**config.mk**
```make
export PLATFORM = sky130hd
export DESIGN_NAME = opp_top
export DESIGN_NICKNAME = d
export VERILOG_FILES = /design/src/hdl/opp_pkg.sv /design/src/hdl/opp_axil_regs.sv /design/src/hdl/opp_datapath.sv /design/src/hdl/opp_dac_queue.sv /design/src/hdl/opp_top.sv
export VERILOG_INCLUDE_DIRS = /design/src /design/src/hdl
export SDC_FILE = /design/constraint.sdc
export NUM_CORES = 2
export LEC_CHECK = 0
export ABC_AREA = 1
export BUFFER_PORTS_ARGS = -buffer_cell sky130_fd_sc_hd__buf_2
export CORE_MARGIN = 4
export CORE_UTILIZATION = 31
export DETAILED_ROUTE_END_ITERATION = 6
export PLACE_DENSITY_LB_ADDON = 0.3
export RECOVER_POWER = 25
export SLEW_MARGIN = 20
export SYNTH_ARGS = -nofsm -noshare
export SYNTH_HDL_FRONTEND = slang
export SYNTH_SLANG_ARGS = --single-unit
```
**constraint.sdc**
```tcl
create_clock -name sys_clk_in -period 19.4 [get_ports sys_clk_in]
set_input_delay 0.97 -clock sys_clk_in [delete_from_list [all_inputs] [get_ports sys_clk_in]]
set_output_delay 0.97 -clock sys_clk_in [all_outputs]
set_load 0.005 [all_outputs]
```
**src/hdl/opp_defs.svh**
```systemverilog
`ifndef OPP_DEFS_SVH
`define OPP_DEFS_SVH

////////////////////////////////////////////////////////////
// sizes
////////////////////////////////////////////////////////////

// output channels fed by the pid stream
`define OPP_N_CHAN 4
// widths of sample, multiplier, shift and dac code
`define OPP_W_SAMPLE 18
`define OPP_W_MULT 16
`define OPP_W_RS 5
`define OPP_W_DAC 16
// dac instruction queue capacity in words
`define OPP_FIFO_DEPTH 8

////////////////////////////////////////////////////////////
// register map
////////////////////////////////////////////////////////////

`define OPP_AXI_W_ADDR 8
// each field holds one 32-bit word per channel
`define OPP_MULT_BASE 'h00
`define OPP_RS_BASE 'h10
`define OPP_MIN_BASE 'h20
`define OPP_MAX_BASE 'h30
`define OPP_STATUS_ADDR 'h40

`endif

```
**src/hdl/opp_pkg.sv**
```systemverilog
`include "opp_defs.svh"

package opp_pkg;

	////////////////////////////////////////////////////////////
	// scalar types
	////////////////////////////////////////////////////////////

	typedef logic [$clog2(`OPP_N_CHAN)-1:0] chan_t;
	typedef logic signed [`OPP_W_SAMPLE-1:0] sample_t;
	typedef logic signed [`OPP_W_MULT-1:0] mult_t;
	typedef logic [`OPP_W_RS-1:0] rshift_t;
	typedef logic [`OPP_W_DAC-1:0] dac_t;

	////////////////////////////////////////////////////////////
	// per-channel tables, element i belongs to channel i
	////////////////////////////////////////////////////////////

	typedef mult_t [`OPP_N_CHAN-1:0] mult_tab_t;
	typedef rshift_t [`OPP_N_CHAN-1:0] rshift_tab_t;
	typedef dac_t [`OPP_N_CHAN-1:0] dac_tab_t;

	// one dac instruction, channel in the upper bits
	typedef struct packed {
		chan_t chan;
		dac_t code;
	} dac_word_t;

endpackage

```
**src/hdl/opp_axil_regs.sv**
```systemverilog
`timescale 1ns/1ps
`include "opp_defs.svh"

module opp_axil_regs (
	input logic sys_clk_in,
	input logic sys_reset,
	// write address and data
	input logic [`OPP_AXI_W_ADDR-1:0] awaddr,
	input logic awvalid,
	output logic awready,
	input logic [31:0] wdata,
	input logic [3:0] wstrb,
	input logic wvalid,
	output logic wready,
	// write response
	output logic [1:0] bresp,
	output logic bvalid,
	input logic bready,
	// read address and data
	input logic [`OPP_AXI_W_ADDR-1:0] araddr,
	input logic arvalid,
	output logic arready,
	output logic [31:0] rdata,
	output logic [1:0] rresp,
	output logic rvalid,
	input logic rready,
	// dropped-word pulse from the queue
	input logic overflow,
	// per-channel tables
	output opp_pkg::mult_tab_t mult_tab,
	output opp_pkg::rshift_tab_t rshift_tab,
	output opp_pkg::dac_tab_t min_tab,
	output opp_pkg::dac_tab_t max_tab
);

	// bytes covered by one field, one word per channel
	localparam int SPAN = 4 * `OPP_N_CHAN;
	localparam int W_CHAN = $bits(opp_pkg::chan_t);

	typedef enum logic [2:0] {F_NONE, F_MULT, F_RS, F_MIN, F_MAX, F_STATUS} field_e;

	field_e wr_field;
	field_e rd_field;
	opp_pkg::chan_t wr_chan;
	opp_pkg::chan_t rd_chan;
	logic wr_hs;
	logic rd_hs;
	logic ovf_sticky;
	logic [31:0] rd_word;

	// split an address into field and channel
	function automatic void decode(input logic [`OPP_AXI_W_ADDR-1:0] addr,
			output field_e field, output opp_pkg::chan_t chan);
		logic [`OPP_AXI_W_ADDR-1:0] offset;
		field = F_NONE;
		offset = '0;
		if (addr == `OPP_STATUS_ADDR) begin
			field = F_STATUS;
		end else if (addr >= `OPP_MULT_BASE && addr < `OPP_MULT_BASE + SPAN) begin
			field = F_MULT;
			offset = addr - `OPP_MULT_BASE;
		end else if (addr >= `OPP_RS_BASE && addr < `OPP_RS_BASE + SPAN) begin
			field = F_RS;
			offset = addr - `OPP_RS_BASE;
		end else if (addr >= `OPP_MIN_BASE && addr < `OPP_MIN_BASE + SPAN) begin
			field = F_MIN;
			offset = addr - `OPP_MIN_BASE;
		end else if (addr >= `OPP_MAX_BASE && addr < `OPP_MAX_BASE + SPAN) begin
			field = F_MAX;
			offset = addr - `OPP_MAX_BASE;
		end
		// word index inside the field
		chan = offset[2 +: W_CHAN];
	endfunction

	always_comb begin
		decode(awaddr, wr_field, wr_chan);
		decode(araddr, rd_field, rd_chan);
	end

	assign wr_hs = awvalid && awready && wvalid && wready;
	assign rd_hs = arvalid && arready;

	// responses are always okay, unmapped space included
	assign bresp = 2'b00;
	assign rresp = 2'b00;

	////////////////////////////////////////////////////////////
	// write channel and tables
	////////////////////////////////////////////////////////////

	// wstrb not decoded, every write replaces the whole field
	always_ff @(posedge sys_clk_in) begin
		if (sys_reset) begin
			awready <= 1'b0;
			wready <= 1'b0;
			bvalid <= 1'b0;
			ovf_sticky <= 1'b0;
			for (int i = 0; i < `OPP_N_CHAN; i++) begin
				mult_tab[i] <= opp_pkg::mult_t'(1);
				rshift_tab[i] <= '0;
				min_tab[i] <= '0;
				max_tab[i] <= '1;
			end
		end else begin
			// ready is a one-cycle pulse
			awready <= 1'b0;
			wready <= 1'b0;
			if (awvalid && wvalid && !bvalid && !awready) begin
				awready <= 1'b1;
				wready <= 1'b1;
			end
			if (wr_hs) begin
				bvalid <= 1'b1;
				case (wr_field)
					F_MULT: mult_tab[wr_chan] <= wdata[`OPP_W_MULT-1:0];
					F_RS: rshift_tab[wr_chan] <= wdata[`OPP_W_RS-1:0];
					F_MIN: min_tab[wr_chan] <= wdata[`OPP_W_DAC-1:0];
					F_MAX: max_tab[wr_chan] <= wdata[`OPP_W_DAC-1:0];
					// any write clears the flag
					F_STATUS: ovf_sticky <= 1'b0;
					F_NONE: ;
					default: ;
				endcase
			end else if (bvalid && bready) begin
				bvalid <= 1'b0;
			end
			// a new drop wins over a clear in the same cycle
			if (overflow) begin
				ovf_sticky <= 1'b1;
			end
		end
	end

	////////////////////////////////////////////////////////////
	// read channel
	////////////////////////////////////////////////////////////

	// fields come back zero-extended
	always_comb begin
		rd_word = '0;
		case (rd_field)
			F_MULT: rd_word[`OPP_W_MULT-1:0] = mult_tab[rd_chan];
			F_RS: rd_word[`OPP_W_RS-1:0] = rshift_tab[rd_chan];
			F_MIN: rd_word[`OPP_W_DAC-1:0] = min_tab[rd_chan];
			F_MAX: rd_word[`OPP_W_DAC-1:0] = max_tab[rd_chan];
			F_STATUS: rd_word[0] = ovf_sticky;
			F_NONE: ;
			default: ;
		endcase
	end

	always_ff @(posedge sys_clk_in) begin
		if (sys_reset) begin
			arready <= 1'b0;
			rvalid <= 1'b0;
		end else begin
			arready <= 1'b0;
			if (arvalid && !rvalid && !arready) begin
				arready <= 1'b1;
			end
			if (rd_hs) begin
				rvalid <= 1'b1;
			end else if (rvalid && rready) begin
				rvalid <= 1'b0;
			end
		end
	end

	// read data held until the response is taken
	always_ff @(posedge sys_clk_in) begin
		if (rd_hs) begin
			rdata <= rd_word;
		end
	end

endmodule

```
**src/hdl/opp_datapath.sv**
```systemverilog
`timescale 1ns/1ps
`include "opp_defs.svh"

module opp_datapath (
	input logic sys_clk_in,
	input logic sys_reset,
	// pid result stream, no back-pressure
	input logic in_valid,
	input opp_pkg::chan_t in_chan,
	input opp_pkg::sample_t in_data,
	// per-channel configuration
	input opp_pkg::mult_tab_t mult_tab,
	input opp_pkg::rshift_tab_t rshift_tab,
	input opp_pkg::dac_tab_t min_tab,
	input opp_pkg::dac_tab_t max_tab,
	// clamped result towards the queue
	output logic res_valid,
	output opp_pkg::chan_t res_chan,
	output opp_pkg::dac_t res_data
);

	localparam int W_PROD = `OPP_W_SAMPLE + `OPP_W_MULT;

	// stage 1
	logic s1_valid;
	opp_pkg::chan_t s1_chan;
	logic signed [W_PROD-1:0] s1_prod;
	opp_pkg::rshift_t s1_rs;
	// stage 2
	logic s2_valid;
	opp_pkg::chan_t s2_chan;
	logic signed [W_PROD-1:0] s2_shift;
	// stage 3, one extra bit for the accumulate
	logic signed [W_PROD:0] acc_sum;
	logic signed [W_PROD:0] acc_hi;
	logic signed [W_PROD:0] acc_clamp;
	opp_pkg::dac_t prev_out [`OPP_N_CHAN];

	////////////////////////////////////////////////////////////
	// valid pipeline
	////////////////////////////////////////////////////////////

	always_ff @(posedge sys_clk_in) begin
		if (sys_reset) begin
			s1_valid <= 1'b0;
			s2_valid <= 1'b0;
			res_valid <= 1'b0;
		end else begin
			s1_valid <= in_valid;
			s2_valid <= s1_valid;
			res_valid <= s2_valid;
		end
	end

	////////////////////////////////////////////////////////////
	// stage 1 multiply, stage 2 shift
	////////////////////////////////////////////////////////////

	always_ff @(posedge sys_clk_in) begin
		// signed product, fetch the shift with it
		s1_prod <= in_data * opp_pkg::mult_t'(mult_tab[in_chan]);
		s1_rs <= rshift_tab[in_chan];
		s1_chan <= in_chan;
		// arithmetic shift keeps the sign
		s2_shift <= s1_prod >>> s1_rs;
		s2_chan <= s1_chan;
	end

	////////////////////////////////////////////////////////////
	// stage 3 accumulate, clamp, writeback
	////////////////////////////////////////////////////////////

	always_comb begin
		// previous output is unsigned
		acc_sum = s2_shift + $signed({1'b0, prev_out[s2_chan]});
		// upper bound first
		acc_hi = (acc_sum > $signed({1'b0, max_tab[s2_chan]})) ?
			$signed({1'b0, max_tab[s2_chan]}) : acc_sum;
		// then lower bound, min wins over max
		acc_clamp = (acc_hi < $signed({1'b0, min_tab[s2_chan]})) ?
			$signed({1'b0, min_tab[s2_chan]}) : acc_hi;
	end

	always_ff @(posedge sys_clk_in) begin
		res_chan <= s2_chan;
		res_data <= acc_clamp[`OPP_W_DAC-1:0];
	end

	// same-cycle read and write keeps back-to-back samples right
	always_ff @(posedge sys_clk_in) begin
		if (sys_reset) begin
			for (int i = 0; i < `OPP_N_CHAN; i++) begin
				prev_out[i] <= '0;
			end
		end else if (s2_valid) begin
			prev_out[s2_chan] <= acc_clamp[`OPP_W_DAC-1:0];
		end
	end

endmodule

```
**src/hdl/opp_dac_queue.sv**
```systemverilog
`timescale 1ns/1ps
`include "opp_defs.svh"

module opp_dac_queue (
	input logic sys_clk_in,
	input logic sys_reset,
	// results from the datapath
	input logic res_valid,
	input opp_pkg::chan_t res_chan,
	input opp_pkg::dac_t res_data,
	// dac word stream
	output logic dac_valid,
	output opp_pkg::chan_t dac_chan,
	output opp_pkg::dac_t dac_data,
	input logic dac_ready,
	// one-cycle pulse per dropped word
	output logic overflow
);

	localparam int W_PTR = $clog2(`OPP_FIFO_DEPTH);
	localparam int W_CNT = $clog2(`OPP_FIFO_DEPTH + 1);

	opp_pkg::dac_word_t mem [`OPP_FIFO_DEPTH];
	opp_pkg::dac_word_t head;
	logic [W_PTR-1:0] wr_ptr;
	logic [W_PTR-1:0] rd_ptr;
	logic [W_CNT-1:0] count;
	logic full;
	logic push;
	logic pop;

	assign full = (count == W_CNT'(`OPP_FIFO_DEPTH));
	// full means full, a pop in the same cycle does not make room
	assign push = res_valid && !full;
	assign pop = dac_valid && dac_ready;

	// head word stays put until it is taken
	assign head = mem[rd_ptr];
	assign dac_valid = (count != '0);
	assign dac_chan = head.chan;
	assign dac_data = head.code;

	always_ff @(posedge sys_clk_in) begin
		if (push) begin
			mem[wr_ptr] <= '{chan: res_chan, code: res_data};
		end
	end

	////////////////////////////////////////////////////////////
	// pointers and occupancy
	////////////////////////////////////////////////////////////

	always_ff @(posedge sys_clk_in) begin
		if (sys_reset) begin
			wr_ptr <= '0;
			rd_ptr <= '0;
			count <= '0;
			overflow <= 1'b0;
		end else begin
			if (push) begin
				wr_ptr <= (wr_ptr == W_PTR'(`OPP_FIFO_DEPTH - 1)) ? '0 : wr_ptr + 1'b1;
			end
			if (pop) begin
				rd_ptr <= (rd_ptr == W_PTR'(`OPP_FIFO_DEPTH - 1)) ? '0 : rd_ptr + 1'b1;
			end
			case ({push, pop})
				2'b10: count <= count + 1'b1;
				2'b01: count <= count - 1'b1;
				default: ;
			endcase
			// word lost, tell the status register
			overflow <= res_valid && full;
		end
	end

endmodule

```
**src/hdl/opp_top.sv**
```systemverilog
`timescale 1ns/1ps
`include "opp_defs.svh"

module opp_top (
	input logic sys_clk_in,
	input logic sys_reset,
	// axi4-lite configuration slave
	input logic [`OPP_AXI_W_ADDR-1:0] awaddr,
	input logic awvalid,
	output logic awready,
	input logic [31:0] wdata,
	input logic [3:0] wstrb,
	input logic wvalid,
	output logic wready,
	output logic [1:0] bresp,
	output logic bvalid,
	input logic bready,
	input logic [`OPP_AXI_W_ADDR-1:0] araddr,
	input logic arvalid,
	output logic arready,
	output logic [31:0] rdata,
	output logic [1:0] rresp,
	output logic rvalid,
	input logic rready,
	// pid sample stream
	input logic in_valid,
	input opp_pkg::chan_t in_chan,
	input opp_pkg::sample_t in_data,
	// dac word stream
	output logic dac_valid,
	output opp_pkg::chan_t dac_chan,
	output opp_pkg::dac_t dac_data,
	input logic dac_ready
);

	////////////////////////////////////////////////////////////
	// internal wiring
	////////////////////////////////////////////////////////////

	opp_pkg::mult_tab_t mult_tab;
	opp_pkg::rshift_tab_t rshift_tab;
	opp_pkg::dac_tab_t min_tab;
	opp_pkg::dac_tab_t max_tab;
	logic res_valid;
	opp_pkg::chan_t res_chan;
	opp_pkg::dac_t res_data;
	logic overflow;

	// decode, register file behind axi
	opp_axil_regs u_regs (
		.sys_clk_in (sys_clk_in),
		.sys_reset  (sys_reset),
		.awaddr     (awaddr),
		.awvalid    (awvalid),
		.awready    (awready),
		.wdata      (wdata),
		.wstrb      (wstrb),
		.wvalid     (wvalid),
		.wready     (wready),
		.bresp      (bresp),
		.bvalid     (bvalid),
		.bready     (bready),
		.araddr     (araddr),
		.arvalid    (arvalid),
		.arready    (arready),
		.rdata      (rdata),
		.rresp      (rresp),
		.rvalid     (rvalid),
		.rready     (rready),
		.overflow   (overflow),
		.mult_tab   (mult_tab),
		.rshift_tab (rshift_tab),
		.min_tab    (min_tab),
		.max_tab    (max_tab)
	);

	// execute, multiply shift accumulate clamp
	opp_datapath u_datapath (
		.sys_clk_in (sys_clk_in),
		.sys_reset  (sys_reset),
		.in_valid   (in_valid),
		.in_chan    (in_chan),
		.in_data    (in_data),
		.mult_tab   (mult_tab),
		.rshift_tab (rshift_tab),
		.min_tab    (min_tab),
		.max_tab    (max_tab),
		.res_valid  (res_valid),
		.res_chan   (res_chan),
		.res_data   (res_data)
	);

	// result, dac instruction queue
	opp_dac_queue u_queue (
		.sys_clk_in (sys_clk_in),
		.sys_reset  (sys_reset),
		.res_valid  (res_valid),
		.res_chan   (res_chan),
		.res_data   (res_data),
		.dac_valid  (dac_valid),
		.dac_chan   (dac_chan),
		.dac_data   (dac_data),
		.dac_ready  (dac_ready),
		.overflow   (overflow)
	);

endmodule

```
== After elaboration in Yosys (flattened, before gate mapping) ==
Memory sizes are Yosys's and may differ from the RTL's. A register that Yosys moved wholly into a read port is not among the register bits.
Cells that the tools add are included.

* Flip-flop bits (word level): 342
* Memory bits (writable): 208
* Bits of input ports: 81
* Output and inout port bits: 60
* Logic and storage cells: 200
* Memories: 2

{| class="wikitable"
|+ Memory list
! name !! depth !! bits a word !! read ports !! clocked after memory_dff !! write ports !! line !! text
|-
| u_queue.mem || 8 || 18 || 1 || 1 || 1 || opp_dac_queue.sv:23 || <nowiki>opp_pkg::dac_word_t mem [`OPP_FIFO_DEPTH];</nowiki>
|-
| u_datapath.prev_out || 4 || 16 || 1 || 1 || 4 || opp_datapath.sv:37 || <nowiki>opp_pkg::dac_t prev_out [`OPP_N_CHAN];</nowiki>
|}

* $add $sub $neg: 11
* Multipliers: 1
* Order comparisons: 21
* Eq/ne operators: 17
* Shift operators: 1
* Multiplexer cells: 73
* Reduce and logical (&&, ||, !) cells: 38

{| class="wikitable"
|+ Operators by type and width
! cell !! count
|-
| $bmux W16 S2 || 6
|-
| $bwmux W64 || 3
|-
| $mux W16 || 9
|-
| $mux W3 || 14
|-
| $mux W4 || 10
|-
| $add A34 B17 Y35 || 1
|-
| $gt A35 B17 Y1 || 1
|-
| $lt A35 B17 Y1 || 1
|-
| $mux W35 || 1
|-
| $mul A18 B16 Y34 || 1
|-
| $sshr A34 B5 Y34 || 1
|-
| $pmux W11 S3 || 1
|-
| $demux W16 S2 || 1
|-
| $ge A8 B6 Y1 const B || 4
|-
| $lt A8 B6 Y1 const B || 4
|-
| $sub A4 B1 Y4 const B || 7
|-
| $logic_and A1 B1 Y1 || 21
|-
| $bmux W5 S2 || 2
|-
| $bwmux W20 || 1
|-
| $eq A3 B3 Y1 const B || 6
|-
| $mux W1 || 17
|-
| $eq A8 B7 Y1 const B || 2
|-
| $ge A8 B5 Y1 const B || 2
|-
| $lt A8 B5 Y1 const B || 2
|-
| other kinds (21) || 44
|}

== Logic depth before layout (Yosys ltp) ==
* Depth after elaboration: 12
* Depth in mapped cells: 46
* Mapped depth without buffers: 38

== By module ==
A second synthesis with hierarchy kept.

* Cell total of the unflattened synthesis: 4874
* Area total of the unflattened synthesis: 38632.1 sq um

{| class="wikitable"
|+ By module, submodules not included
! module !! instances !! cells an instance !! area an instance (sq um) !! sequential area each (sq um)
|-
| opp_datapath || 1 || 2899 || 21750.9 || 3883.7
|-
| opp_axil_regs || 1 || 1475 || 10526.3 || 4824.6
|-
| opp_dac_queue || 1 || 500 || 6354.8 || 4604.4
|}

== Worst setup path before layout ==
No wires, ideal clock.

* Path type: input to register
* Start point: input in_chan[0]
* End point: register u_datapath.s1_prod[31]
* Library setup time: 0.112 ns
* Arrival time: 7.220 ns
* Data required time: 19.288 ns
* Path slack: 12.068 ns
* Stages on the path: 31
* Path buffers: 3
* Cell sequence: clkbuf_1 -> buf_1 -> a21oi_1 -> o21ai_0 -> nand2_1 -> inv_1 -> clkbuf_1 -> nand2_1 -> fa_1 -> inv_1 -> fa_1 -> inv_1 -> fa_1 -> fa_1 -> inv_1 -> fa_1 -> inv_1 -> fa_1 -> inv_1 -> ha_1 -> a21oi_1 -> o21bai_1 -> a21boi_0 -> o21ai_0 -> a21boi_0 -> o21ai_0 -> nand2_1 -> nand2_1 -> nand2_1 -> nand3_1 -> nand2_1

* Cells in the longest elaborated chain, start to end: 3

{| class="wikitable"
|+ RTL lines
! what !! line !! text
|-
| start, declared || opp_top.sv:27 || <nowiki>input opp_pkg::chan_t in_chan,</nowiki>
|-
| $bmux W16 S2 || opp_datapath.sv:61 || <nowiki>s1_prod <= in_data * opp_pkg::mult_t'(mult_tab[in_chan]);</nowiki>
|-
| $mux W16 (implied by the code) || opp_datapath.sv:61 ||
|-
| $mul A18 B16 Y34 || opp_datapath.sv:61 ||
|-
| end signal, assigned || opp_datapath.sv:61 ||
|-
| end, declared || opp_datapath.sv:27 || <nowiki>logic signed [W_PROD-1:0] s1_prod;</nowiki>
|}

No other way between the ends. The select of a mux whose other input is x is not followed.
A chain may end at the register's enable or synchronous reset.

==> flow_metrics.tcl <==
set metrics [dict create \
    r2r-start "u_datapath.s2_chan[0]" \
    cts.repair.resized 0 \
    slowest_stage "clkbuf_1" \
    avgSynthCellArea_um2 8.099 \
    violations "max-capacitance violations, max-slew violations" \
    worst_pin_slew_ns 3.025 \
    synth_edf_count 224 \
    fin_skew_ns 0.03037 \
    regToRegSetupSlack_ns 9.12 \
    worst_hold_path.endpoint "u_datapath.s2_chan[0]" \
    finalCriticalPeriod_ns 10.28 \
    setup_tns_ns 0 \
    worst-path-max-fanout 55 \
    fmax_mhz 97.29 \
    io_pins 141 \
    area_growth_pct 10.57 \
    criticalPathCategory "reg2reg" \
    firstDrtPassIters 6 \
    synth_area_leaders "edfxtp_1 18%, dfxtp_1 17%, fa_1 15%" \
    clk_latency_ns 0.64 \
    finalMaxSlewViolations 133 \
    die_x_um 356.8 \
    wl_per_cell_um 17.29 \
    synth_top_area_cell "edfxtp_1" \
    grt.overflow.total 0 \
    post-cts-setup-buffer-count 0 \
    htree_levels 2 \
    grt_pass1_vias 29790 \
    fin_hold_ws_ns 0.3246 \
    cts-root-buf "clkbuf_16" \
    report.final.setup_viol 0 \
    critPathArrivalTime_ns 10.61 \
    grt_max_degree 97 \
    startpoint_type "flip-flop" \
    syn_inst 4658 \
    synth_top_area_share_pct 17.83 \
    die-area_um2 127300 \
    die_h_um 356.8 \
    power.density_nw_per_um2 130.3 \
    drive_gt1_share_pct 8.278 \
    via_per_inst 4.874 \
    drv_cap 2 \
    cpPeakStageDelay_ns 1.91 \
    cts.sinks 553 \
    required_ns 19.74 \
    drt_wl_total_mm 108.5 \
    period_share_pct 52.98 \
    cts_tree "built" \
    ant_nets 0 \
    cpMostUsedCell "nand2_1" \
    status "complete, but fails checks" \
    place_congestion 0.8626 \
    finalHoldViolCount 0 \
    yosysUniqueCellTypes 57 \
    clk_pin_slew_ns 0.06 \
    end_kind "flip-flop" \
    rows 127 \
    drc_errors 0 \
    nNetsFinal 5127 \
    r2r.worst_path.cells 36 \
    numCtsBuffers 59 \
    fill_cells 12610 \
    grtUsageTotal_pct 16.81 \
    diodes 0 \
    p_leak_nw 17.86 \
    portBuffers 100 \
    drtIter0Drc 2341 \
    synth_flop_cell "dfxtp_1" \
    grt_pass1_wl_mm 171.2 \
    start_util_pct 31.32 \
    ys_seq_area_share_pct 35.29 \
    syn_area_um2 37720 \
    peakVddDrop_uv 90.14 \
    clock_path_buffers 3 \
    cts_hold_buf 0 \
    ys_ff_latch 553 \
    synth_common_cells "849 x nand2_1, 619 x inv_1, 496 x o21ai_0" \
    dpl.hpwl_mm 77.52 \
    grt_antenna_before_repair 0 \
    postSynth.asyncResetShare_pct 0 \
    synth_warnings 0 \
    rsz0062_at_grt "false" \
    synth_most_common_cell "nand2_1" \
    min-delay-start "u_datapath.s1_chan[0]" \
    max_slew_margin_pct -101.6 \
    core-area_um2 120400 \
    vias 30580 \
    hold_depth 0 \
    min_path_type "reg2reg" \
    r2r-end "u_datapath.prev_out[2][2]" \
]
## layout make-up
class | instances | area, um2 | area share (%)
multi-input combinational | 3197 | 20970 | 50.26
sequential | 553 | 13320 | 31.93
inverter | 662 | 2490 | 5.969
tap | 1612 | 2017 | 4.835
clock buffer | 70 | 1612 | 3.864
timing repair buffer | 140 | 779.5 | 1.869
clock inverter | 41 | 530.5 | 1.272
## worst max-delay path by stage
stage	to	slack [ns]	cells after the start	from
after floorplan	u_datapath.s1_prod[31]	12.07	31	in_chan[0]
after global placement	u_datapath.s1_prod[31]	10.16	32	in_chan[1]
after detailed placement	u_datapath.s1_prod[33]	10.12	30	in_chan[1]
after CTS	u_datapath.prev_out[1][2]	10.52	38	u_datapath.s2_chan[0]
after global routing	u_datapath.prev_out[2][2]	8.36	36	u_datapath.s2_chan[0]
final	u_datapath.prev_out[2][2]	9.12	36	u_datapath.s2_chan[0]
## through the flow
step	power [W]	worst slack (ns)	cell area (um2)	cells	util, %
global placement	0.004230	10.16	39590	6164	32.87
floorplan	0.003509	12.07	37800	4677	-
detailed placement	0.004257	10.12	39590	6164	32.87
finish	0.005434	9.121	41710	6275	34.63
CTS	0.005491	10.52	41730	6275	34.64
global route	0.005936	8.359	41710	6275	34.63
## critical path: cells and delay by family (launching register included)
family | cells | cell delay [ns]
DFF | 1 | 0.70
xor gates and xnor gates | 1 | 0.32
buffers and inverters | 5 | 2.36
adders and majority gates | 5 | 1.68
and+or+nand+nor | 14 | 2.21
AOI/OAI and AO/OA | 11 | 2.63
## per-layer routing
| layer | vias up | GRT usage (%) | wire length, um |
|---|---|---|---|
| met1 | 14670 | 23.19 | 49510 |
| met4 | 0 | 3.913 | 2517 |
| met3 | 133 | 1.443 | 5247 |
| met5 | - | 0 | 0 |
| li1 | 15000 | - | - |
| met2 | 779 | 28.67 | 51220 |
## state kept, by name (all words and copies together), names as in the netlist, 2 cells and up, named ones only
name and cells:
u_queue.count 4, u_queue.rd_ptr 3, u_datapath.s2_shift 34, u_regs.rshift_tab 20, u_datapath.prev_out 64, u_regs.max_tab 64
u_regs.rdata 16, u_datapath.s1_prod 34, u_datapath.s1_chan 2, u_datapath.res_data 16, u_regs.mult_tab 64, u_regs.min_tab 64
u_datapath.s2_chan 2, u_queue.wr_ptr 3, u_datapath.s1_rs 5, u_queue.mem 144, u_datapath.res_chan 2
## placed cells by master, fill, tap and decap left out, types with 15 or more instances in the layout
cell type | synthesis | routed
a211oi_1 | 15 | 15
a21oi_1 | 312 | 312
a31oi_1 | 23 | 23
a32o_1 | 15 | 15
buf_2 | 2 | 98
buf_4 | 22 | 35
clkbuf_16 | 0 | 60
clkinv_1 | 23 | 25
clkinv_2 | 0 | 16
conb_1 | 1 | 20
dfxtp_1 | 329 | 327
edfxtp_1 | 224 | 224
fa_1 | 292 | 292
ha_1 | 141 | 141
inv_1 | 619 | 615
inv_2 | 20 | 24
nand2_1 | 849 | 848
nand2_4 | 21 | 22
nand3_1 | 151 | 151
nand4_1 | 17 | 17
nor2_1 | 479 | 460
nor2_2 | 53 | 69
nor3_1 | 15 | 15
o211ai_1 | 98 | 98
o21ai_0 | 496 | 496
o22ai_1 | 61 | 61
xor2_1 | 43 | 43
## cell families after synthesis
kind of cell | count (synthesis) | synth area share [%]
compound gates | 1055 | 15.52
xor+xnor | 56 | 1.300
fa+ha+maj | 433 | 20.17
buf+inv | 927 | 9.512
flops | 553 | 35.29
mux | 8 | 0.2123
other cells | 1 | 0.009940
simple gates | 1625 | 17.98
## power breakdown
part           leakage [nW]  internal [W]  switching [W]
combinational          12.0      0.000979        0.00175
clock                  1.04      0.000730       0.000494
sequential             4.78       0.00138       0.000101
total                  17.9       0.00309        0.00234
Note: power is estimated with default switching activity, not from simulation.
